### config.mk
export PLATFORM = sky130hd
export DESIGN_NAME = cacheSram
export DESIGN_NICKNAME = d
export VERILOG_FILES = /design/src/rtl/cachePkg.sv /design/src/rtl/cacheSram.sv
export SDC_FILE = /design/constraint.sdc
export NUM_CORES = 1
export LEC_CHECK = 0
export ABC_AREA = 1
export BUFFER_PORTS_ARGS = -buffer_cell sky130_fd_sc_hd__buf_4
export CELL_PAD_IN_SITES_DETAIL_PLACEMENT = 1
export CELL_PAD_IN_SITES_GLOBAL_PLACEMENT = 2
export CORE_MARGIN = 3
export CORE_UTILIZATION = 42
export DETAILED_ROUTE_END_ITERATION = 10
export PLACE_DENSITY = 0.88
export RECOVER_POWER = 50
export SLEW_MARGIN = 20
export SYNTH_ARGS = -nofsm -noshare
export SYNTH_HDL_FRONTEND = slang
export SYNTH_SLANG_ARGS = --single-unit
### constraint.sdc
create_clock -name clk -period 4.05 [get_ports clk]
set_clock_uncertainty 0.05 [all_clocks]
set_input_delay 0.2025 -clock clk [delete_from_list [all_inputs] [get_ports clk]]
set_output_delay 0.2025 -clock clk [all_outputs]
set_load 0.05 [all_outputs]
### src/rtl/cachePkg.sv
package cachePkg;

  // address split, msb first: tag | index | offset
  localparam int ADDR_W   = 32;
  localparam int XLEN     = 64;
  localparam int TAG_W    = 21;
  localparam int INDEX_W  = 6;
  localparam int OFFSET_W = 5;

  // geometry of one way
  localparam int SETS   = 1 << INDEX_W;
  localparam int BEATS  = 4;
  localparam int LINE_W = BEATS * XLEN;

  typedef logic [ADDR_W-1:0] addr_t;
  typedef logic [XLEN-1:0]   word_t;

  // word 0 sits in the low bits
  typedef logic [LINE_W-1:0] line_t;

  // tag array entry, valid bits live in the way-state table
  typedef logic [TAG_W-1:0]  tagEntry_t;

  // line request towards the bus master
  typedef struct packed {
    logic  valid;
    addr_t addr;
  } memReq_t;

  // one returned beat, last marks the fourth
  typedef struct packed {
    logic  valid;
    logic  last;
    word_t data;
  } memResp_t;

  // controller states
  typedef enum logic [2:0] {
    IDLE    = 3'd0,
    COMPARE = 3'd1,
    MISS    = 3'd2,
    REFILL  = 3'd3,
    FILL    = 3'd4
  } state_t;

endpackage

### src/rtl/cacheSram.sv
`timescale 1ns/10ps
module cacheSram #(
  parameter type entry_t = logic,
  parameter int  DEPTH   = 64
) (
  input  logic                         clk,
  input  logic                         en_i,
  input  logic                         we_i,
  input  logic [cachePkg::INDEX_W-1:0] addr_i,
  input  entry_t                       wdata_i,
  output entry_t                       rdata_o
);

  entry_t mem [DEPTH];

  // single port, registered read
  // a write also returns the written entry on rdata_o
  always_ff @(posedge clk) begin
    if (en_i) begin
      if (we_i) begin
        mem[addr_i] <= wdata_i;
        rdata_o     <= wdata_i;
      end else begin
        rdata_o <= mem[addr_i];
      end
    end
  end

endmodule

# --- Word level (Yosys, flattened, before mapping) ---
# Memories as Yosys holds them, arrays and structs flattened. A register that Yosys moved wholly into a read port is not among the register bits.
# Cells that the tools add are included.
classes:
  muxes: 3
ops:
  columns: ["operator", "n"]
  rows:
  - ["2-to-1 mux 1 bit", 3]
word_totals:
  in_bits: 10
  elab_cells: 4
  mem_bits_rw: 64
  ff_bits: 0
  out_inout_bits: 1
  n_memories: 1
mem_list:
  columns: ["name", "words", "width", "read_ports", "rd_ports_with_merged_regs", "wr", "line_no", "text"]
  rows:
  - ["mem", 64, 1, 1, 1, 1, "cacheSram.sv:14", "entry_t mem [DEPTH];"]

# --- Logic depth before layout (Yosys ltp) ---
logic_depth:
  depth_word: 3
  depth_mapped: 13
  depth_no_buf: 11

# --- Worst setup path after synthesis ---
# Ideal clock, no wire load.
synth_timing:
  path_kind: "input -> register"
  from: "input addr_i[0] (netlist bit)"
  to: "register rdata_o (read register of mem), data pin"
  required_time_ns: 3.743
  cell_stages: 9
  path_slack_ns: 2.658
  t_arrival_ns: 1.085
  path_buffers: 2
  setup_time_ns: 0.257
  path_cell_list: "buf_6 buf_8 or2_1 o211ai_2 nand2_2 o21ai_2 nand2_1 nor2_2 a21oi_2"
synth_lines:
  columns: ["element", "line_no", "text"]
  rows:
  - ["start, declared", "cacheSram.sv:9", "input logic [cachePkg::INDEX_W-1:0] addr_i,"]
  - ["end, declared", "cacheSram.sv:11", "output entry_t rdata_o"]

==> flow_summary.toml <==
[synthesis]
ys.warnings.count = 0
yosysSeqAreaShare_pct = 62.0
syn_inst = 343
yosys.cell_types.count = 21
syn_area_per_cell_sq_um = 9.17
netlist_area_sq_um = 3150
synth-seq-cells = 65
syn-num-nets = 353

[critical_path]
worstReg2RegStart = "mem[32]$_DFFE_PP_"
worstSetupPathType = "in -> reg"
slowest_stage = "clkbuf_1"
path_cells = "clkbuf_1 -> nor2_1 -> a21oi_2"
critPathTopFamily = "buffers and inverters"
crit_required_ns = 4.20
crit_arrival_ns = 2.37
slowest_delay_ns = 1.71
start_kind = "input pin"
critPathBufInv = 1
cp-startpoint = "wdata_i"
cp-end-kind = "flop"
worstPathMaxFanout = 65

[timing]
hold_viol = 0
rsz0062_at_grt = "false"
slew_headroom_pct = -63.2
worst_pin_slew_ns = 2.45
finalSetupViolations = 0
fin_crit_sh_pct = 54.8
clock.fmax_ghz = 0.450
whs_ns = 0.0964
min_period_ns = 2.22
slew_viol_final = 66
tns_ns = 0

[clock_tree]
numCtsBuffers = 9
cts_tree = "built"
ctsHoldBuffers = 0
clk_latency_ns = 0.34
postCtsSetupBuffers = 0
htree_levels = 3
cts.clk_slew.worst_paths_ns = 0.07
cts-resized-gates = 0
clock-sinks = 65
cts_root_buf = "clkbuf_8"
clockBufferDepth = 2

[placement]
io_buffers = 10
dp_hpwl_um = 4910
dpl_cell_area_sq_um = 3250
place_inst = 440
gp_congestion = 0.761

[grt]
grt_max_degree = 66
gr-total-overflow = 0
grt_first_pass_wirelength_um = 12500
grt_usage_pct = 19.7
antenna_found_initial = 0
first_global_vias = 2354

[drt]
num_vias = 2297
drt.antenna.violating_nets = 0
totalWireLength_um = 7540
via_per_inst = 5.04
drc = 0
wl_per_cell_um = 16.5
drt_iter0_drc = 104
first_pass_iters = 4

[job]
drv_cap = 1

[min_path]
min_from = "en_i"
hold_path_class = "in -> reg"

[cells_and_area]
antennaDiodeCount = 0
drive_above_1_share_pct = 8.89
fillers = 868
area_delta_synth_final_pct = 8.07
fin_nets = 365
stdcell_count = 456
final_area_sq_um = 3400

[floorplan]
die_h_um = 92.6
start_util_pct = 44.8
io_pins = 11
fp.coreArea_sq_um = 7020
die-area_sq_um = 8570
die_w_um = 92.6
num_rows = 30

[power_and_ir_drop]
cellLeakagePower_nw = 1.32
power_mw = 1.31
cellPowerDensity_nw_per_um2 = 386
ir_worst_vdd_mv = 0.174

[outcome]
status = "complete, but fails checks"
violations = "capacitance limit, slew limit"
## state kept, by name (all words and copies together), names as in the netlist
name,cells
mem,64
rdata_o,1
## worst paths after layout
check	cells past startpoint	slack, ns	end
setup / recovery	3	1.83	rdata_o$_DFFE_PP_
setup reg to reg	7	2.46	rdata_o$_DFFE_PP_
hold / removal	1	0.1	rdata_o$_DFFE_PP_
hold reg to reg	6	0.83	rdata_o$_DFFE_PP_
## per-layer routing
metal  up-vias  track usage [%]  share of wire, %
li1       1124                -                 -
met1      1143             27.3                49
met2        21             30.8                47
met3         9             3.09               2.4
met4         0             8.17               1.8
met5         -                0                 0
## logic make-up (layout without fill, tap and decap cells)
logic type / Yosys count / after routing / synth area share, %
buffers and inverters: 40 / 57 / 6.56
DFF: 65 / 65 / 62.0
and+or+nand+nor: 225 / 225 / 28.5
AOI/OAI and AO/OA: 13 / 13 / 2.86
## power breakdown
| group | internal, mW | total (mW) | switching (mW) | leakage (nW) |
|---|---|---|---|---|
| registers | 0.745 | 0.746 | 0.00104 | 0.585 |
| clock network | 0.215 | 0.464 | 0.249 | 0.0819 |
| logic | 0.0253 | 0.102 | 0.0764 | 0.657 |
## layout make-up
| type | instances | area, sq um | area share, % |
|---|---|---|---|
| Inverter | 31 | 119 | 3.50 |
| Tap cell | 96 | 120 | 3.53 |
| Clock inverter | 5 | 22.5 | 0.662 |
| Clock buffer | 11 | 131 | 3.86 |
| Timing Repair Buffer | 10 | 67.6 | 1.99 |
| Multi-Input combinational cell | 238 | 988 | 29.1 |
| Sequential cell | 65 | 1950 | 57.4 |
## stage by stage
step	setup WS, ns	utilization [%]
finish	1.83	48.4
global route	1.48	48.4
CTS	2.39	48.6
detailed placement	2.01	46.4
global placement	2.11	46.4
floorplan	2.66	-
## synthesized netlist by cell type, drive strengths merged
master	instances	area [sq um]
nor3	4	20.0
edfxtp	65	1950
buf	9	87.6
o21ai	7	38.8
inv	31	119
or2	5	31.3
a21oi	1	8.76
nand3	17	85.1
nand2	119	452
o211ai	5	42.5
nor2	80	310
## cells in the final DEF, fill, tap and decap left out
cell	instances
a21oi_2	1
buf_4	8
clkbuf_1	4
clkbuf_8	9
clkinv_1	2
clkinv_2	3
edfxtp_1	65
inv_1	28
inv_2	2
inv_4	1
nand2_1	117
nand2_2	2
nand3_1	17
nor2_1	76
nor2_2	4
nor3_1	4
o211ai_1	4
o211ai_2	1
o21ai_0	2
o21ai_1	4
o21ai_2	1
or2_1	5
## worst reg2reg max path, stage by stage, from the launching register on
cell	delay [ns]
edfxtp_1	0.38
or2_1	0.23
nand3_1	0.08
nand2_1	0.07
o21ai_0	0.20
nand2_1	0.09
nor2_2	0.16
a21oi_2	0.07
Note: power is estimated with default switching activity, not from simulation.
