### config.mk
export PLATFORM = sky130hd
export DESIGN_NAME = wayStateTable
export DESIGN_NICKNAME = d
export VERILOG_FILES = /design/src/rtl/cachePkg.sv /design/src/rtl/wayStateTable.sv
export SDC_FILE = /design/constraint.sdc
export NUM_CORES = 1
export LEC_CHECK = 0
export BUFFER_PORTS_ARGS = -buffer_cell sky130_fd_sc_hd__buf_2
export CORE_UTILIZATION = 63
export DETAILED_ROUTE_END_ITERATION = 10
export PLACE_DENSITY = 0.87
export SYNTH_ARGS = -nofsm -noshare
export SYNTH_HDL_FRONTEND = slang
export SYNTH_SLANG_ARGS = --single-unit
### constraint.sdc
create_clock -name clk -period 1.9 [get_ports clk]
set_input_delay 0.095 -clock clk [delete_from_list [all_inputs] [get_ports clk]]
set_output_delay 0.095 -clock clk [all_outputs]
set_load 0.02 [all_outputs]
### src/rtl/cachePkg.sv
package cachePkg;

  // address split, msb first: tag | index | offset
  localparam int ADDR_W   = 32;
  localparam int XLEN     = 64;
  localparam int TAG_W    = 21;
  localparam int INDEX_W  = 6;
  localparam int OFFSET_W = 5;

  // geometry of one way
  localparam int SETS   = 1 << INDEX_W;
  localparam int BEATS  = 4;
  localparam int LINE_W = BEATS * XLEN;

  typedef logic [ADDR_W-1:0] addr_t;
  typedef logic [XLEN-1:0]   word_t;

  // word 0 sits in the low bits
  typedef logic [LINE_W-1:0] line_t;

  // tag array entry, valid bits live in the way-state table
  typedef logic [TAG_W-1:0]  tagEntry_t;

  // line request towards the bus master
  typedef struct packed {
    logic  valid;
    addr_t addr;
  } memReq_t;

  // one returned beat, last marks the fourth
  typedef struct packed {
    logic  valid;
    logic  last;
    word_t data;
  } memResp_t;

  // controller states
  typedef enum logic [2:0] {
    IDLE    = 3'd0,
    COMPARE = 3'd1,
    MISS    = 3'd2,
    REFILL  = 3'd3,
    FILL    = 3'd4
  } state_t;

endpackage

### src/rtl/wayStateTable.sv
`timescale 1ns/10ps
module wayStateTable (
  input  logic                         clk,
  input  logic                         rst_n,
  input  logic [cachePkg::INDEX_W-1:0] index_i,
  input  logic                         fill_i,
  input  logic                         touch_i,
  input  logic                         way_i,
  output logic [1:0]                   valid_o,
  output logic                         victim_o
);
  import cachePkg::*;

  logic [SETS-1:0] valid0;
  logic [SETS-1:0] valid1;
  // lru bit names the way to replace next
  logic [SETS-1:0] lru;

  always_ff @(posedge clk or negedge rst_n) begin
    if (!rst_n) begin
      valid0 <= '0;
      valid1 <= '0;
      lru    <= '0;
    end else begin
      if (fill_i) begin
        if (way_i) begin
          valid1[index_i] <= 1'b1;
        end else begin
          valid0[index_i] <= 1'b1;
        end
      end
      // most recent use points lru at the other way
      if (fill_i || touch_i) begin
        lru[index_i] <= ~way_i;
      end
    end
  end

  assign valid_o = {valid1[index_i], valid0[index_i]};

  // empty way first, way 0 before way 1
  assign victim_o = !valid0[index_i] ? 1'b0 :
                    !valid1[index_i] ? 1'b1 : lru[index_i];

endmodule

**Word-level counts from Yosys, hierarchy flattened**

Cells that the tools add are included.

- Register bits after elaboration: 192
- Latch bits: 0
- Memory bits (writable): 0
- ROM bits: 0
- Bits of input ports: 11
- Logic and storage cells: 23
- Memories kept: 0

- $add $sub $neg: 0
- Multipliers: 0
- Div/mod/pow operators: 0
- Order comparisons: 2
- Equal/unequal tests: 0
- Shifts and indexed selects: 0
- Muxes and demuxes: 11
- Bitwise operators: 3
- Reduce and logical (&&, ||, !) cells: 4

Operators with widths:

| kind | count |
|---|---|
| 64-bit bitwise OR | 2 |
| 64-bit bitwise mux | 1 |
| 1-bit binary-select mux with 6-bit select | 3 |
| 6-bit by 7-bit less-than comparator with 1-bit output, second input constant | 1 |
| 1-bit demux with 6-bit select | 1 |
| 6-bit by 1-bit greater-or-equal comparator with 1-bit output, second input constant | 1 |
| 1-bit two-way mux | 6 |
| 2-bit AND reduction | 2 |
| 1-bit logical AND | 1 |
| 1-bit logical OR | 1 |
| 1-bit inverter | 1 |

**Logic depth before layout (Yosys ltp)**

- Word-level depth: 5
- Depth in mapped cells: 9

**Least setup slack after synthesis**

Ideal clock, no wire load.

- Path kind: input-to-output
- Start point: input index_i[2] (netlist bit)
- End point: output victim_o
- Data arrival time: 1.932 ns
- Data required time: 1.805 ns
- Path slack: -0.127 ns
- Stages on the path: 9
- Buffers on the path: 3
- Cells stage by stage: buf_6 -> buf_2 -> buf_2 -> mux2i_1 -> o22a_1 -> o21ai_0 -> a22oi_1 -> nand4_1 -> a31oi_1

- Longest elaborated chain between the ends: 4
- Elaborated cells on any way between the ends: 8
- Those cells by class: mux (8)

RTL lines:

| element | RTL line | text |
|---|---|---|
| start, declared | wayStateTable.sv:5 | `input logic [cachePkg::INDEX_W-1:0] index_i,` |
| 1-bit binary-select mux with 6-bit select | n/a |  |
| 1-bit two-way mux | n/a |  |
| via valid_o[1] | wayStateTable.sv:9 | `output logic [1:0] valid_o,` |
| 1-bit two-way mux | wayStateTable.sv:43 | `!valid1[index_i] ? 1'b1 : lru[index_i];` |
| 1-bit two-way mux | wayStateTable.sv:42 | `assign victim_o = !valid0[index_i] ? 1'b0 :` |
| end, declared | wayStateTable.sv:10 | `output logic victim_o` |

The timed path passes the listed nets, and every way through them passes these cells. The select of a mux whose other input is x is not followed.

**Worst setup path after layout**

- Start point: register valid0[15]
- End point: output victim_o

- Longest elaborated chain between the ends: 3

RTL lines:

| element | RTL line | text |
|---|---|---|
| start, declared | wayStateTable.sv:14 | `logic [SETS-1:0] valid0;` |
| start signal, assigned | wayStateTable.sv:21 | `valid0 <= '0;` |
| start signal, assigned by index | wayStateTable.sv:29 | `valid0[index_i] <= 1'b1;` |
| 1-bit binary-select mux with 6-bit select | wayStateTable.sv:42 |  |
| 1-bit two-way mux (not written as such) | wayStateTable.sv:42 |  |
| 1-bit two-way mux | wayStateTable.sv:42 |  |

No other way between the ends. The select of a mux whose other input is x is not followed.

==> impl_metrics.csv <==
group,metric,value,unit
clocking,clockRootBuffer,"clkbuf_16",
final_layout,fin_nets,820,
critical_path,r2r-start,"valid0[11]$_DFFE_PN0P_",
place,place_congestion,0.958,
worst_hold_path,hp-class,"input port to asynchronous set/reset pin",
final_layout,syn_to_final_growth,16.7,%
yosys,avgSynthCellArea,11.5,um^2
clocking,clkTransAtPathRegs,0.07,ns
critical_path,cpPeakStageDelay,0.39,ns
floorplanning,fp-row-count,42,
detailed_routing,wl_per_cell,25.1,um
detailed_routing,num_vias,7198,
critical_path,crit_fanout,2,
detailed_routing,antenna_left,0,
outcome,violations,"negative setup slack",
global_route,track_usage,37.1,%
yosys,syn_nets,765,
critical_path,r2r_slack,0.88,ns
critical_path,worstSetupEndpointType,"output pin",
detailed_routing,first_pass_iters,6,
floorplanning,initial_core_util,65.1,%
critical_path,crit_cells,8,
detailed_routing,drc,0,
critical_path,reg2regPathDepth,4,
floorplanning,ios,14,
critical_path,crit_arrival,2.48,ns
final_layout,antennaDiodeCount,0,
critical_path,crit_chain,"mux2_4, a221o_1, a221oi_2, o221ai_2, nor4_4, buf_4, a31oi_4, buf_6",
final_layout,drive_gt1_share,20.6,%
sta,slew_viol_final,0,
power_and_ir_drop,power.total,10.3,mW
floorplanning,die_w,119,um
global_route,grt_pass1_vias,7024,
sta,hold_viol,0,
sta,tns,-1.45,ns
yosys,syn_inst,754,
outcome,status,"finished, violations left",
final_layout,design_area,0.0101,mm^2
sta,tightest_slew,0.857,ns
power_and_ir_drop,p_leak,4.85,nW
critical_path,crit_family,"compound AO/OA/AOI/OAI gates",
yosys,yosysUniqueCellTypes,50,
global_route,grt.overflow.total,0,
critical_path,cp.required,1.80,ns
place,pre_cts_ws,-0.334,ns
sta,period_needed,2.57,ns
clocking,htreeDepth,4,
global_route,grt_antenna_before_repair,0,
critical_path,rr_endpoint,"valid0[11]$_DFFE_PN0P_",
floorplanning,die_y,119,um
sta,slew_headroom,42.9,%
sta,finalWorstSetupSlack,-0.672,ns
sta,min_period_over_period,135,%
clocking,cts_tree,"built",
yosys,ys_ff_latch,192,
sta,skew,0,ns
power_and_ir_drop,peakVddDrop,0.757,mV
place,portBuffers,13,
critical_path,crit_type,"flip-flop to output pin",
critical_path,slowest_stage,"dfrtp_1",
detailed_routing,first_iter_violations,948,
floorplanning,core,0.0133,mm^2
yosys,seq_area_frac_synth,55.3,%
clocking,cts_buffers,17,
yosys,yosysWarnings,0,
sta,fmax,389,MHz
critical_path,critPathLaunchType,"flip-flop",
sta,rsz0062_at_grt,"yes",
detailed_routing,wirelength,25.0,mm
yosys,synth_area,0.00868,mm^2
detailed_routing,viasPerCell,7.22,
final_layout,fillerInstances,866,
sta,whs,0.210,ns
clocking,insertion_delay,0.44,ns
sta,setup_viol,3,
global_route,grt_pass1_wl,39.3,mm
place,post_dp_cell_area,0.00942,mm^2
critical_path,critPathBufInv,2,
job,maxCapViolCount,0,
clocking,cts_buffer_depth,2,
global_route,grt_max_degree,65,
clocking,clock_sinks,192,
place,detailed_place_hpwl,16.2,mm
floorplanning,die_area,0.0143,mm^2
power_and_ir_drop,power_density,1020,mW/mm^2
-- worst reg2reg max path, cell delays in order, from the launching register on --
cell and delay, ns:
dfrtp_1 0.38, buf_4 0.14, buf_4 0.12, buf_4 0.12, a21o_1 0.15
-- cell type report --
cell class | instances | area (um^2) | area share (%)
Tap cell | 176 | 220 | 2.17
Inverter | 4 | 15.0 | 0.148
Clock buffer | 19 | 443 | 4.37
Sequential cell | 192 | 4800 | 47.4
Timing Repair Buffer | 109 | 895 | 8.83
Clock inverter | 12 | 158 | 1.56
Multi-Input combinational cell | 485 | 3600 | 35.5
-- cells in the final DEF, fill, tap and decap left out, types with 4 or more instances in the layout --
master | netlist | routed
nor2_1 | 17 | 16
nand2b_1 | 5 | 5
mux2_2 | 4 | 4
inv_1 | 4 | 4
o21bai_1 | 72 | 72
buf_2 | 10 | 9
mux4_2 | 4 | 4
nand3_1 | 9 | 9
a21oi_1 | 4 | 4
a22o_1 | 4 | 4
buf_12 | 0 | 6
a221oi_2 | 1 | 5
dfrtp_1 | 192 | 192
mux2i_1 | 42 | 42
a21o_1 | 56 | 56
a221oi_1 | 31 | 27
and3_1 | 6 | 6
buf_4 | 4 | 88
nor3_1 | 5 | 5
clkbuf_16 | 0 | 17
buf_6 | 5 | 4
a221o_1 | 7 | 7
nor2b_1 | 4 | 4
o22a_1 | 8 | 8
o21ai_0 | 77 | 73
o22ai_1 | 13 | 13
o31ai_1 | 64 | 64
nand2_1 | 17 | 17
-- cells by family after synthesis --
logic type,after synthesis,share of synthesized area (%)
muxes,51,6.57
and+or+nand+nor,81,5.00
buffers and inverters,77,4.08
AOI/OAI and AO/OA,353,29.0
DFF,192,55.3
-- flip-flops by register name (all words and copies together) (netlist names) --
signal  flops
valid0     64
lru        64
valid1     64
-- Yosys cell counts, drive strengths merged --
master   number  share of area [%]
dfrtp       192                 55
o21ai        77                4.4
o21bai       72                6.2
o31ai        64                5.5
a21o         56                4.8
clkbuf       51                2.2
mux2i        42                4.8
a221oi       32                3.3
buf          22                1.7
nand2        17               0.73
nor2         17               0.73
o22ai        13               0.94
nand3         9               0.52
o22a          8               0.81
a221o         7               0.81
and3          6               0.43
a22oi         5               0.43
mux2          5               0.69
nand2b        5               0.36
nor3          5               0.29
a21oi         4               0.23
a22o          4               0.40
a31oi         4               0.29
inv           4               0.17
mux4          4                1.0
nor2b         4               0.29
or2           4               0.29
or3b          3               0.30
a211oi        2               0.17
and2          2               0.17
nor3b         2               0.23
or3           2               0.14
a2bb2oi       1               0.10
and3b         1               0.10
and4          1               0.10
nand3b        1              0.086
nand4         1              0.072
nor4          1               0.14
o221a         1               0.13
o221ai        1               0.17
o2bb2ai       1               0.10
o32a          1               0.12
-- report_power, final --
part | total (mW) | internal, mW | leakage (nW) | switching (mW)
registers | 5.05 | 4.68 | 2.53 | 0.369
logic | 1.61 | 0.749 | 2.03 | 0.860
clock network | 3.68 | 2.11 | 0.286 | 1.57
total | 10.3 | 7.53 | 4.85 | 2.80
-- layer usage --
layer  track usage [%]  share of wire, %
met4              17.4               4.7
met1              48.9                38
met3              10.1                10
met5                 0                 0
met2              57.6                47
-- worst max path at each step --
stage / start / end / slack [ns]
final: valid0[15]$_DFFE_PN0P_ / victim_o / -0.67
after global placement: index_i[1] / victim_o / -0.33
after floorplan: index_i[0] / victim_o / -0.001
after global routing: valid0[11]$_DFFE_PN0P_ / victim_o / -0.73
after CTS: valid0[11]$_DFFE_PN0P_ / victim_o / -0.68
after detailed placement: index_i[1] / victim_o / -0.33
-- stage by stage --
stage	instances	utilization [%]
after CTS	995	75.6
after global placement	960	70.5
after floorplan	754	-
final	997	75.9
after detailed placement	960	70.5
after global routing	997	75.9
-- timing repair --
item / in CTS / in global routing
buffers inserted: 3 / 2
resized for setup: 12 / 8
endpoints found under the hold margin: 59 / 0
pin swaps: 5 / 6
hold buffers: 1 / 0
endpoints found under the setup margin: 3 / 3
Power figures use the tool's default switching activity.
