$ cat config.mk
export PLATFORM = sky130hd
export DESIGN_NAME = refillBuffer
export DESIGN_NICKNAME = d
export VERILOG_FILES = /design/src/rtl/cachePkg.sv /design/src/rtl/refillBuffer.sv
export SDC_FILE = /design/constraint.sdc
export NUM_CORES = 1
export LEC_CHECK = 0
export BUFFER_PORTS_ARGS = -buffer_cell sky130_fd_sc_hd__buf_2
export CAP_MARGIN = 40
export CELL_PAD_IN_SITES_DETAIL_PLACEMENT = 0
export CELL_PAD_IN_SITES_GLOBAL_PLACEMENT = 1
export CORE_AREA = 2 2 197 121
export CTS_CLUSTER_DIAMETER = 30
export CTS_CLUSTER_SIZE = 30
export DETAILED_ROUTE_END_ITERATION = 16
export DIE_AREA = 0 0 199 123
export PLACE_DENSITY = 0.83
export SLEW_MARGIN = 15
export SYNTH_ARGS = -nofsm -noshare
export SYNTH_HDL_FRONTEND = slang
export SYNTH_SLANG_ARGS = --single-unit
$ cat constraint.sdc
create_clock -name clk -period 8.2 [get_ports clk]
set_input_delay 1.64 -clock clk [delete_from_list [all_inputs] [get_ports clk]]
set_output_delay 1.64 -clock clk [all_outputs]
set_load 0.03 [all_outputs]
$ cat src/rtl/cachePkg.sv
package cachePkg;

  // address split, msb first: tag | index | offset
  localparam int ADDR_W   = 32;
  localparam int XLEN     = 64;
  localparam int TAG_W    = 21;
  localparam int INDEX_W  = 6;
  localparam int OFFSET_W = 5;

  // geometry of one way
  localparam int SETS   = 1 << INDEX_W;
  localparam int BEATS  = 4;
  localparam int LINE_W = BEATS * XLEN;

  typedef logic [ADDR_W-1:0] addr_t;
  typedef logic [XLEN-1:0]   word_t;

  // word 0 sits in the low bits
  typedef logic [LINE_W-1:0] line_t;

  // tag array entry, valid bits live in the way-state table
  typedef logic [TAG_W-1:0]  tagEntry_t;

  // line request towards the bus master
  typedef struct packed {
    logic  valid;
    addr_t addr;
  } memReq_t;

  // one returned beat, last marks the fourth
  typedef struct packed {
    logic  valid;
    logic  last;
    word_t data;
  } memResp_t;

  // controller states
  typedef enum logic [2:0] {
    IDLE    = 3'd0,
    COMPARE = 3'd1,
    MISS    = 3'd2,
    REFILL  = 3'd3,
    FILL    = 3'd4
  } state_t;

endpackage

$ cat src/rtl/refillBuffer.sv
`timescale 1ns/10ps
module refillBuffer (
  input  logic               clk,
  input  logic               rst_n,
  input  cachePkg::memResp_t memResp_i,
  output cachePkg::line_t    line_o,
  output logic               lineReady_o
);
  import cachePkg::*;

  // slot for the next beat
  logic [$clog2(BEATS)-1:0] beatCnt;

  always_ff @(posedge clk or negedge rst_n) begin
    if (!rst_n) begin
      beatCnt     <= '0;
      lineReady_o <= 1'b0;
    end else begin
      // one-cycle pulse after the last beat
      lineReady_o <= memResp_i.valid && memResp_i.last;
      if (memResp_i.valid) begin
        if (memResp_i.last) begin
          beatCnt <= '0;
        end else begin
          beatCnt <= beatCnt + 1'b1;
        end
      end
    end
  end

  // beats come in word order, gaps allowed
  always_ff @(posedge clk) begin
    if (memResp_i.valid) begin
      line_o[beatCnt*XLEN +: XLEN] <= memResp_i.data;
    end
  end

endmodule

After elaboration in Yosys (flattened, before gate mapping):

Index checks and enable logic that the tools add are counted.

* flip-flop bits (word level): 259
* input port bits: 68

* add/sub/neg operators: 2
* shifts and indexed selects: 2
* mux-type cells: 2
* reduce and logical (&&, ||, !) cells: 1

Operators with widths (number)
* bitwise mux 256 bit: 1
* variable shift 64 x 34 -> 256 bit (first input constant): 1
* variable part select 64 x 34 -> 256 bit: 1
* negator 8 -> 34 bit: 1
* adder 2 x 1 -> 2 bit (second input constant): 1
* two-way mux 2 bit: 1
* logical AND 1 bit: 1

Longest topological paths before layout:

Gate-level depths: netlist of the first run.

* depth in word-level cells: 3
* depth in mapped cells: 6
* mapped depth without buffers: 4

Least setup slack after synthesis of the first run:

No wires, ideal clock.

* kind: input -> register
* from: input memResp_i[65] in the netlist's numbering
* to: register line_o[0] (enable)
* arrival time: 3147 ps
* setup slack: 4625 ps
* cell stages on the path: 1
* cell sequence: and2_1

RTL lines
* start: declaration: line refillBuffer.sv:5 `input cachePkg::memResp_t memResp_i,`
* end signal: indexed assignment: line refillBuffer.sv:34 `line_o[beatCnt*XLEN +: XLEN] <= memResp_i.data;`
* end: declaration: line refillBuffer.sv:6 `output cachePkg::line_t line_o,`

No word-level cell between the ends.

Final worst setup path of the first run:

* from: register beatCnt[0]
* to: register line_o[252] (data pin)

* cells in the longest elaborated chain, start to end: 3

RTL lines
* start: declaration: line refillBuffer.sv:12 `logic [$clog2(BEATS)-1:0] beatCnt;`
* start signal: assignment: line refillBuffer.sv:25 `beatCnt <= beatCnt + 1'b1;`
* negator 8 -> 34 bit (*): line refillBuffer.sv:34
* variable part select 64 x 34 -> 256 bit / variable shift 64 x 34 -> 256 bit (equally long branches): line refillBuffer.sv:34
* bitwise mux 256 bit (*): line refillBuffer.sv:34

Every way passes the cells marked *; elsewhere a longest branch is shown, timed or not.
A chain may end at the register's enable or synchronous reset.

==> results_tabular.tex, run 1 <==
\begin{tabular}{lr}
\hline
Metric & Value \\
\hline
\multicolumn{2}{l}{\textbf{Global route}} \\
Largest net degree at the start of global routing & 87 \\
Number of global-route vias before repair & 5987 \\
Initial antenna violation count & 2 \\
Aggregate global routing overflow & 0 \\
First-pass GRT wire length & 37000 µm \\
Aggregate global-route resource usage & between 20\% and 30\% \\
\multicolumn{2}{l}{\textbf{STA}} \\
RSZ-0062 raised after global routing & no \\
Highest attainable clock frequency & 348 MHz \\
Final period utilization & 35.0\% \\
Worst slew margin relative to its limit & 45.6\% \\
Final critical path time including I/O delays and setup & around 2900 ps \\
Worst Tran Pin Value & 814 ps \\
Max-slew violation count & 0 \\
Number of hold violations in the final report & 0 \\
Post-route setup TNS & 0 ps \\
Setup violation total in the final timing report & 0 \\
Final worst clock skew & 29.1 ps \\
\multicolumn{2}{l}{\textbf{Finish}} \\
Layout filler cell count & 1797 \\
Final design instance area without fill & approximately 13000 µm² \\
Final cell utilization of the core & 57.7\% \\
Antenna Cells & 0 \\
Share of cells above drive strength 1 & 47.5\% \\
Nets & between 900 and 1000 \\
Final std cells w/o fill & about 1300 \\
Area growth from synthesis to layout & 33.5\% \\
\multicolumn{2}{l}{\textbf{Clock tree}} \\
Clock latency on the worst-skew pair & 520 ps \\
Post-CTS setup-driven buffer insertion count & 0 \\
H-tree levels & 2 \\
TritonCTS clock tree & yes \\
Post-cts hold buffer count & 0 \\
Post-cts sizing count & 0 \\
Max clock buf depth & 3 \\
Root buffer cell & clkbuf\_16 \\
Clock net sink count & 259 \\
Clk slew on worst S/H paths & 50 ps \\
Number of CTS-inserted buffers & 37 \\
\multicolumn{2}{l}{\textbf{Worst setup path}} \\
Reg2reg end & line\_o[252]\$\_DFFE\_PP\_ \\
Critical path start-end classification & reg2reg \\
Reg2reg start & beatCnt[0]\$\_DFFE\_PN0P\_ \\
Path depth of the worst reg2reg path & 5 \\
Data arrival, critical path & $\sim$3200 ps \\
Type of element capturing the critical path & register \\
Crit-path max FO & 86 \\
Sort of element at the start of the critical path & register \\
Crit path required time & 8560 ps \\
Reg2Reg Setup Slack & 5330 ps \\
\multicolumn{2}{l}{\textbf{Synthesis}} \\
Post-synthesis cell type with the largest combined area & edfxtp\_1 \\
Mean Syn Cell Area & 17.0 µm² \\
Sequential share of the synthesized area & 78.9\% \\
Main combinational cell family by area after synthesis & simple AND/OR/NAND/NOR gates \\
Nets in the synthesized netlist & approximately 650 \\
Flop and latch count out of synthesis & roughly 260 \\
Post-synthesis instance area & 9840 µm² \\
Distinct cells, synth & 22 \\
Multiplexer share of the synthesized area & 0\% \\
Post-Synth Simple-Gate Area & approximately 18\% \\
Xor-xnor portion of the synthesized cell area & 0\% \\
Gate Count Post-Synth & 578 \\
Synth top area share & 78.1\% \\
Post-synthesis share of cell area spent on full adders, half adders and majority gates & less than 1\% \\
Yosys warnings & 0 \\
Compound-cell area share of the yosys netlist & 0.114\% \\
Cells taking the most area after synthesis & edfxtp\_1 78\%, and3\_1 7.9\%, and2\_1 6.0\% \\
\multicolumn{2}{l}{\textbf{Min path}} \\
Type of the tightest min-delay check & reg2reg \\
Depth of the worst hold-timing path & 2 \\
End of the worst hold path & beatCnt[1]\$\_DFFE\_PN0P\_ \\
Launch instance of the worst min-delay path & beatCnt[1]\$\_DFFE\_PN0P\_ \\
\multicolumn{2}{l}{\textbf{Floorplan}} \\
IO Pins & 325 \\
Placeable core region & about 23000 µm² \\
Initial Util & 43.2\% \\
X dimension of the die & 199 µm \\
Die footprint & 24500 µm² \\
Die Y-Extent & 123 µm \\
Number of placement rows & 43 \\
\multicolumn{2}{l}{\textbf{Outcome}} \\
Outcome & completed \\
\multicolumn{2}{l}{\textbf{Placed design}} \\
Instance area at placement & roughly 12000 µm² \\
Placed insts & between 1000 and 1500 \\
Number of buffers inserted by port buffering & 324 \\
Final estimated routing congestion in global placement & 0.818 \\
HPWL after detailed placement & between 15000 and 20000 µm \\
\multicolumn{2}{l}{\textbf{Routing}} \\
Wire length on met2 & 11100 µm \\
Max Used Layer & met5 \\
Final wirelength & 25400 µm \\
Wire length on met1 & 10900 µm \\
Routed Antenna Nets & 0 \\
Average wire per cell in the routed design & 20.3 µm \\
Final routed DRC violation total & 0 \\
Vias & 6097 \\
Via-per-instance ratio & slightly below 5 \\
Drt first pass iters & 4 \\
Violation count after the first detailed-route iteration & 400 \\
Met3 WL post-DR & roughly 3000 µm \\
\multicolumn{2}{l}{\textbf{Job}} \\
Number of maximum-capacitance constraint violations & 0 \\
\multicolumn{2}{l}{\textbf{Pwr}} \\
VDD IR-drop max & 204 µV \\
Power Total & 3.66 mW \\
Leakage power & 5.87 nW \\
Power density cells & 279 nW/µm² \\
\hline
\end{tabular}
[cell usage after synthesis]
| cell type | count |
|---|---|
| edfxtp_1 | 256 |
| o21ai_0 | 1 |
| nor2b_1 | 1 |
| and2b_2 | 2 |
| clkbuf_2 | 12 |
| or3b_2 | 1 |
| and3b_1 | 4 |
| clkbuf_1 | 13 |
| buf_6 | 6 |
| nand2_1 | 1 |
| and2_1 | 95 |
| and3_1 | 125 |
| and4bb_1 | 1 |
| inv_1 | 2 |
| buf_2 | 7 |
| nor4b_4 | 1 |
| buf_4 | 2 |
| o22ai_1 | 1 |
| and2_2 | 37 |
| dfrtp_1 | 3 |
| nor2_1 | 2 |
| ha_1 | 5 |
[placed cells by master (no fill, tap or decap)]
master,n
and2b_2,2
buf_16,4
bufinv_16,3
and2_2,37
buf_4,4
clkinv_8,4
inv_1,2
and4bb_2,1
buf_12,1
nor2b_4,1
and2_4,4
buf_2,324
o22ai_1,1
edfxtp_1,256
inv_6,4
nor2_4,1
and3b_1,4
inv_12,1
clkbuf_16,39
or3b_2,1
clkinvlp_4,5
o21ai_0,1
inv_8,6
and2_1,91
clkinv_1,1
ha_1,5
nand2_1,1
clkbuf_1,1
clkinv_4,2
nor2_1,1
buf_6,1
dfrtp_1,3
and3_1,125
nor4b_4,1
[routing by layer]
metal	global-route usage (%)	vias to the layer above
li1	-	2802
met1	28.2	2959
met2	30.6	301
met3	8.65	33
met4	5.50	2
met5	0	-
[registers in the layout, indices dropped and copies added, names as in the netlist]
name         cells
beatCnt          2
lineReady_o      1
line_o         256
[where the power goes]
part           switching [mW]  total, mW  internal (mW)
combinational           0.334      0.451          0.117
sequential             0.0209       1.57           1.55
clock                   0.644       1.64          0.999
total                   0.999       3.66           2.66
[logic make-up after synthesis]
family,count (synthesis)
compound gates,2
fa+ha+maj,5
buf+inv,42
flops,259
simple gates,270
[worst max-delay path, cell delays in order (launching register included)]
cell	delay [ps]
dfrtp_1	510
inv_1	150
ha_1	330
nor2b_4	670
buf_4	710
and3_1	270
[area by class of cell]
type / count / area (µm²) / share of cell area, %
repair buffers: 334 / 1790 / 13.6
inverters: 2 / 7.51 / 0.0571
multi-input cells: 277 / 1870 / 14.2
flip-flops and latches: 259 / 7760 / 59.1
well taps: 315 / 394 / 3.00
clock buffers: 40 / 980 / 7.46
clock inverters: 26 / 333 / 2.53
[how the worst max path moves through the flow]
stage,start,slack (ps),end,depth (start not counted)
detailed placement,memResp_i[65],5270,line_o[14]$_DFFE_PP_,3
finish,beatCnt[0]$_DFFE_PN0P_,5330,line_o[252]$_DFFE_PP_,5
global placement,memResp_i[65],5130,line_o[208]$_DFFE_PP_,2
global route,beatCnt[0]$_DFFE_PN0P_,5120,line_o[210]$_DFFE_PP_,5
CTS,beatCnt[0]$_DFFE_PN0P_,5360,line_o[77]$_DFFE_PP_,5
floorplan,memResp_i[65],4620,line_o[0]$_DFFE_PP_,1
[per-stage QoR]
stage | hold slack, ps | setup WS, ps
3_3_place_gp | 646 | 5130
4_1_cts | 663 | 5360
2_1_floorplan | 609 | 4620
3_5_place_dp | 657 | 5270
5_1_grt | 732 | 5120
6_report | 667 | 5330
Note: power is estimated with default switching activity, not from simulation.
==> run 2, diff against run 1 <==
--- a/config.mk
+++ b/config.mk
@@ -9,12 +9,12 @@
 export CAP_MARGIN = 40
 export CELL_PAD_IN_SITES_DETAIL_PLACEMENT = 0
 export CELL_PAD_IN_SITES_GLOBAL_PLACEMENT = 1
-export CORE_AREA = 2 2 197 121
+export CORE_AREA = 2 2 203 125
 export CTS_CLUSTER_DIAMETER = 30
 export CTS_CLUSTER_SIZE = 30
 export DETAILED_ROUTE_END_ITERATION = 16
-export DIE_AREA = 0 0 199 123
-export PLACE_DENSITY = 0.83
+export DIE_AREA = 0 0 205 127
+export PLACE_DENSITY = 0.78
 export SLEW_MARGIN = 15
 export SYNTH_ARGS = -nofsm -noshare
 export SYNTH_HDL_FRONTEND = slang
==> constraint.sdc (replaced) <==
create_clock -name clk -period 2.8 [get_ports clk]
set_input_delay 0.56 -clock clk [delete_from_list [all_inputs] [get_ports clk]]
set_output_delay 0.56 -clock clk [all_outputs]
set_load 0.03 [all_outputs]
==> results_tabular.tex, run 2 (synthesized netlist as in run 1, its figures left out) <==
\begin{tabular}{lr}
\hline
Metric & Value \\
\hline
\multicolumn{2}{l}{\textbf{Outcome}} \\
Outcome & completed \\
\multicolumn{2}{l}{\textbf{Routing}} \\
Vias & 6187 \\
Final routed DRC violation total & 0 \\
Violation count after the first detailed-route iteration & 378 \\
Via-per-instance ratio & 4.89 \\
Routed Antenna Nets & 0 \\
Final wirelength & 26000 µm \\
Drt first pass iters & 4 \\
Average wire per cell in the routed design & 20.6 µm \\
\multicolumn{2}{l}{\textbf{STA}} \\
Worst Tran Pin Value & around 750 ps \\
Setup violation total in the final timing report & 0 \\
Number of hold violations in the final report & 0 \\
Worst hold slack after final layout & 307 ps \\
Worst slew margin relative to its limit & roughly 50\% \\
Post-route setup TNS & 0 ps \\
Max-slew violation count & 0 \\
Highest attainable clock frequency & 429 MHz \\
RSZ-0062 raised after global routing & no \\
Final critical-path setup slack & 468 ps \\
Final period utilization & 83.3\% \\
Final worst clock skew & 24.4 ps \\
Final critical path time including I/O delays and setup & 2330 ps \\
\multicolumn{2}{l}{\textbf{Global route}} \\
Number of global-route vias before repair & 6035 \\
Aggregate global-route resource usage & between 15 and 20\% \\
First-pass GRT wire length & 38300 µm \\
Initial antenna violation count & 1 \\
Aggregate global routing overflow & 0 \\
Largest net degree at the start of global routing & 93 \\
\multicolumn{2}{l}{\textbf{Clock tree}} \\
Clk slew on worst S/H paths & 50 ps \\
Root buffer cell & clkbuf\_16 \\
Post-cts sizing count & 0 \\
Max clock buf depth & 3 \\
Post-CTS setup-driven buffer insertion count & 0 \\
Post-cts hold buffer count & 1 \\
H-tree levels & 2 \\
Clock net sink count & 259 \\
TritonCTS clock tree & yes \\
Number of CTS-inserted buffers & 37 \\
Clock latency on the worst-skew pair & 510 ps \\
\multicolumn{2}{l}{\textbf{Placed design}} \\
Placement-stage worst setup slack & approximately 480 ps \\
Placed insts & 1198 \\
Final estimated routing congestion in global placement & 0.775 \\
Number of buffers inserted by port buffering & $\sim$320 \\
HPWL after detailed placement & 17100 µm \\
\multicolumn{2}{l}{\textbf{Worst setup path}} \\
Worst setup path startpoint & beatCnt[0]\$\_DFFE\_PN0P\_ \\
Worst-path cell chain & inv\_1 > ha\_1 > and2b\_2 > buf\_16 > and3\_1 \\
Capture point of the critical path & line\_o[106]\$\_DFFE\_PP\_ \\
Sort of element at the start of the critical path & register \\
Critical path start-end classification & reg2reg \\
Reg2reg start & beatCnt[0]\$\_DFFE\_PN0P\_ \\
Critical Path Slowest Stage Cell & and2b\_2 \\
Number of cells on the critical path & 5 \\
Cell family with most CP delay & simple AND/OR/NAND/NOR gates \\
Reg2reg end & line\_o[106]\$\_DFFE\_PP\_ \\
Data arrival, critical path & between 2000 and 3000 ps \\
Crit path required time & 3160 ps \\
Path depth of the worst reg2reg path & 5 \\
Worst path buffer plus inverter count & 2 \\
Crit-path max FO & 37 \\
Reg2Reg Setup Slack & 470 ps \\
Crit-path max cell delay & 750 ps \\
Type of element capturing the critical path & register \\
\multicolumn{2}{l}{\textbf{Finish}} \\
Registers with the most flip-flops & line\_o (256), beatCnt (2), lineReady\_o (1) \\
Max FFs per register & 256 \\
Register name with the most flops & line\_o \\
Most frequent cells in the layout & 324 x buf\_2, 256 x edfxtp\_1, 125 x and3\_1, 91 x and2\_1, 39 x clkbuf\_16 \\
Share of cells above drive strength 1 & 47.4\% \\
Layout filler cell count & 1983 \\
Storage element area & around 7800 µm² \\
Most common cell after layout, fill and taps aside & buf\_2 \\
Area growth from synthesis to layout & 33.4\% \\
Final std cells w/o fill & $\sim$1300 \\
Antenna Cells & 0 \\
Nets & 989 \\
Area of combinational cells with multiple inputs & 1870 µm² \\
\multicolumn{2}{l}{\textbf{Floorplan}} \\
IO Pins & 325 \\
Number of placement rows & 44 \\
Initial Util & 41.0\% \\
Placeable core region & 24000 µm² \\
Die Y-Extent & 127 µm \\
Die footprint & 26000 µm² \\
X dimension of the die & roughly 210 µm \\
\multicolumn{2}{l}{\textbf{Pwr}} \\
Power Total & 10.5 mW \\
Leakage power & roughly 5.9 nW \\
VDD IR-drop max & between 600 and 700 µV \\
Power density cells & around 800 nW/µm² \\
\multicolumn{2}{l}{\textbf{Job}} \\
Number of maximum-capacitance constraint violations & 0 \\
\multicolumn{2}{l}{\textbf{Min path}} \\
Depth of the worst hold-timing path & 2 \\
Type of the tightest min-delay check & in2reg \\
\hline
\end{tabular}
==> run 2: cell types whose count changed in the layout (fill, tap and decap cells not counted), moves of 2 or more <==
cell / before / now
buf_12: 1 / 7
clkinv_2: 0 / 4
clkinv_8: 4 / 0
inv_8: 6 / 2
buf_16: 4 / 1
buf_4: 4 / 6
clkinv_1: 1 / 3
clkinv_4: 2 / 4
==> run 2: worst min path at each step <==
stage               slack (ps)                endpoint          start
floorplan                  260  beatCnt[0]$_DFFE_PN0P_          rst_n
global placement           370   lineReady_o$_DFF_PN0_          rst_n
detailed placement         370   lineReady_o$_DFF_PN0_          rst_n
CTS                        280  beatCnt[1]$_DFFE_PN0P_  memResp_i[64]
global route               290  beatCnt[1]$_DFFE_PN0P_  memResp_i[64]
finish                     310  beatCnt[1]$_DFFE_PN0P_  memResp_i[64]
==> run 2: power breakdown <==
part | switching [mW] | internal, mW | total, mW
registers | 0.0597 | 4.53 | 4.59
clock network | 1.72 | 2.85 | 4.58
logic | 0.993 | 0.367 | 1.36
total | 2.78 | 7.75 | 10.5
==> run 2: layout make-up <==
| type | count | area share [%] |
|---|---|---|
| clock buffer | 41 | 7.50 |
| clock inverter | 25 | 1.93 |
| inverter | 2 | 0.0572 |
| multi-input combinational | 277 | 14.2 |
| sequential | 259 | 59.2 |
| tap | 322 | 3.07 |
| timing repair buffer | 339 | 14.1 |
==> run 2: through the flow <==
step	utilization, %	instance area (µm²)
finish	54.7	13100
global route	54.7	13100
detailed placement	49.5	11900
floorplan	-	9840
global placement	49.3	11800
CTS	54.7	13100
==> run 2: layer usage <==
layer	share of wire, %	up-vias	GRT usage, %
met2	44	309	29.6
met5	0	-	0
met4	1.2	0	4.49
li1	-	2817	-
met3	11	29	7.50
met1	44	3032	27.7
==> run 3, diff against run 2 <==
==> constraint.sdc (replaced) <==
create_clock -name clk -period 2.4 [get_ports clk]
set_input_delay 0.48 -clock clk [delete_from_list [all_inputs] [get_ports clk]]
set_output_delay 0.48 -clock clk [all_outputs]
set_load 0.03 [all_outputs]
==> results_tabular.tex, run 3 (synthesized netlist as in run 1, its figures left out) <==
\begin{tabular}{lr}
\hline
Metric & Value \\
\hline
\multicolumn{2}{l}{\textbf{STA}} \\
Highest attainable clock frequency & roughly 460 MHz \\
Max-slew violation count & 0 \\
Post-route setup TNS & 0 ps \\
RSZ-0062 raised after global routing & no \\
Final worst clock skew & $\sim$25 ps \\
Final critical-path setup slack & 206 ps \\
Worst slew margin relative to its limit & between 40 and 50\% \\
Worst Tran Pin Value & 892 ps \\
Final period utilization & 91.4\% \\
Number of hold violations in the final report & 0 \\
Final critical path time including I/O delays and setup & 2190 ps \\
Setup violation total in the final timing report & 0 \\
\multicolumn{2}{l}{\textbf{Worst setup path}} \\
Sort of element at the start of the critical path & register \\
Crit-path max FO & 29 \\
Type of element capturing the critical path & register \\
Data arrival, critical path & roughly 2600 ps \\
Crit path required time & 2760 ps \\
Critical path start-end classification & reg2reg \\
\multicolumn{2}{l}{\textbf{Routing}} \\
Routed Antenna Nets & 0 \\
Wire length on met2 & 11400 µm \\
Average wire per cell in the routed design & 20.5 µm \\
Final wirelength & 26100 µm \\
Wire length on met1 & 11500 µm \\
Max Used Layer & met5 \\
Via-per-instance ratio & 4.91 \\
Violation count after the first detailed-route iteration & 362 \\
Vias & 6242 \\
Final routed DRC violation total & 0 \\
Met3 WL post-DR & approximately 2800 µm \\
Drt first pass iters & 4 \\
\multicolumn{2}{l}{\textbf{Clock tree}} \\
Post-CTS setup-driven buffer insertion count & 0 \\
Clk slew on worst S/H paths & 50 ps \\
Clock net sink count & about 260 \\
Number of CTS-inserted buffers & 37 \\
TritonCTS clock tree & yes \\
Root buffer cell & clkbuf\_16 \\
H-tree levels & 2 \\
Clock latency on the worst-skew pair & 520 ps \\
Max clock buf depth & 3 \\
Post-cts sizing count & 0 \\
\multicolumn{2}{l}{\textbf{Finish}} \\
Final std cells w/o fill & around 1300 \\
Most frequent cells in the layout & 324 x buf\_2, 256 x edfxtp\_1, 125 x and3\_1, 91 x and2\_1, 39 x clkbuf\_16 \\
Area growth from synthesis to layout & 33.6\% \\
Registers with the most flip-flops & line\_o (256), beatCnt (2), lineReady\_o (1) \\
Nets & 994 \\
Most common cell after layout, fill and taps aside & buf\_2 \\
Share of cells above drive strength 1 & 47.6\% \\
Register name with the most flops & line\_o \\
Max FFs per register & 256 \\
\multicolumn{2}{l}{\textbf{Placed design}} \\
Number of buffers inserted by port buffering & 324 \\
Placed insts & 1203 \\
Placement-stage worst setup slack & 158 ps \\
Final estimated routing congestion in global placement & 0.783 \\
HPWL after detailed placement & roughly 17000 µm \\
\multicolumn{2}{l}{\textbf{Global route}} \\
Number of global-route vias before repair & between 5000 and 6000 \\
First-pass GRT wire length & 38100 µm \\
Aggregate global routing overflow & 0 \\
Largest net degree at the start of global routing & 87 \\
Initial antenna violation count & 3 \\
Aggregate global-route resource usage & 19.9\% \\
\multicolumn{2}{l}{\textbf{Job}} \\
Number of maximum-capacitance constraint violations & 0 \\
\multicolumn{2}{l}{\textbf{Floorplan}} \\
IO Pins & $\sim$330 \\
X dimension of the die & just over 200 µm \\
Die Y-Extent & 127 µm \\
Die footprint & 26000 µm² \\
Number of placement rows & 44 \\
Initial Util & about two fifths \\
Placeable core region & 24000 µm² \\
\multicolumn{2}{l}{\textbf{Pwr}} \\
VDD IR-drop max & 654 µV \\
Power density cells & 931 nW/µm² \\
Leakage power & 5.88 nW \\
\multicolumn{2}{l}{\textbf{Outcome}} \\
Outcome & completed \\
\multicolumn{2}{l}{\textbf{Min path}} \\
Type of the tightest min-delay check & in2reg \\
\hline
\end{tabular}
## run 3: cell types whose count changed in the layout (fill, tap and decap cells not counted), moves of 2 or more
cell      delta
clkinv_2     -2
clkbuf_1     +2
buf_4        +5
inv_6        -2
## run 3: metrics by stage
step	util [%]	total power [mW]	hold slack, ps	cell area, µm²
3_5_place_dp	49.6	7.06	289	11900
5_1_grt	54.7	12.7	214	13100
4_1_cts	54.7	12.4	198	13100
6_report	54.8	12.2	231	13100
3_3_place_gp	49.6	7.04	288	11900
2_1_floorplan	-	6.43	184	9840
## run 3: worst paths after layout
path,start,slack (ps),cells after the start,end
min reg2reg,beatCnt[0]$_DFFE_PN0P_,650,2,beatCnt[0]$_DFFE_PN0P_
max reg2reg,beatCnt[1]$_DFFE_PN0P_,210,5,line_o[206]$_DFFE_PP_
max,beatCnt[1]$_DFFE_PN0P_,210,5,line_o[206]$_DFFE_PP_
min in group asynchronous,rst_n,320,2,beatCnt[1]$_DFFE_PN0P_
max in group asynchronous,rst_n,1960,2,lineReady_o$_DFF_PN0_
min,memResp_i[64],230,2,beatCnt[1]$_DFFE_PN0P_
## run 3: timing repair
item                       4_1_cts  5_1_grt
hold endpoints to repair         3        0
setup endpoints to repair        0        0
hold buffers                     1        0
## run 3: critical path, cell delays in order (launching register included)
cell and delay (ps):
dfrtp_1 390, inv_1 130, ha_1 330, nor2_4 640
buf_4 360, and3_1 190
## run 3: final cells by class
cell class                      count  area (µm²)
Multi-Input combinational cell    277        1870
Sequential cell                   259        7760
Fill cell                        1970       10900
Clock inverter                     23         235
Clock buffer                       43         991
Timing Repair Buffer              344        1870
Tap cell                          322         403
Inverter                            2        7.51
Antenna cell                        1        2.50
## run 3: metal layers
metal	global-route usage (%)	up-vias
met5	0	-
li1	-	2820
met4	5.16	2
met2	29.2	302
met3	8.11	32
met1	27.5	3086
## run 3: power breakdown
| part | switching (mW) | internal, mW |
|---|---|---|
| clock network | 2.04 | 3.25 |
| logic | 1.18 | 0.432 |
| registers | 0.0598 | 5.28 |
| total | 3.28 | 8.96 |
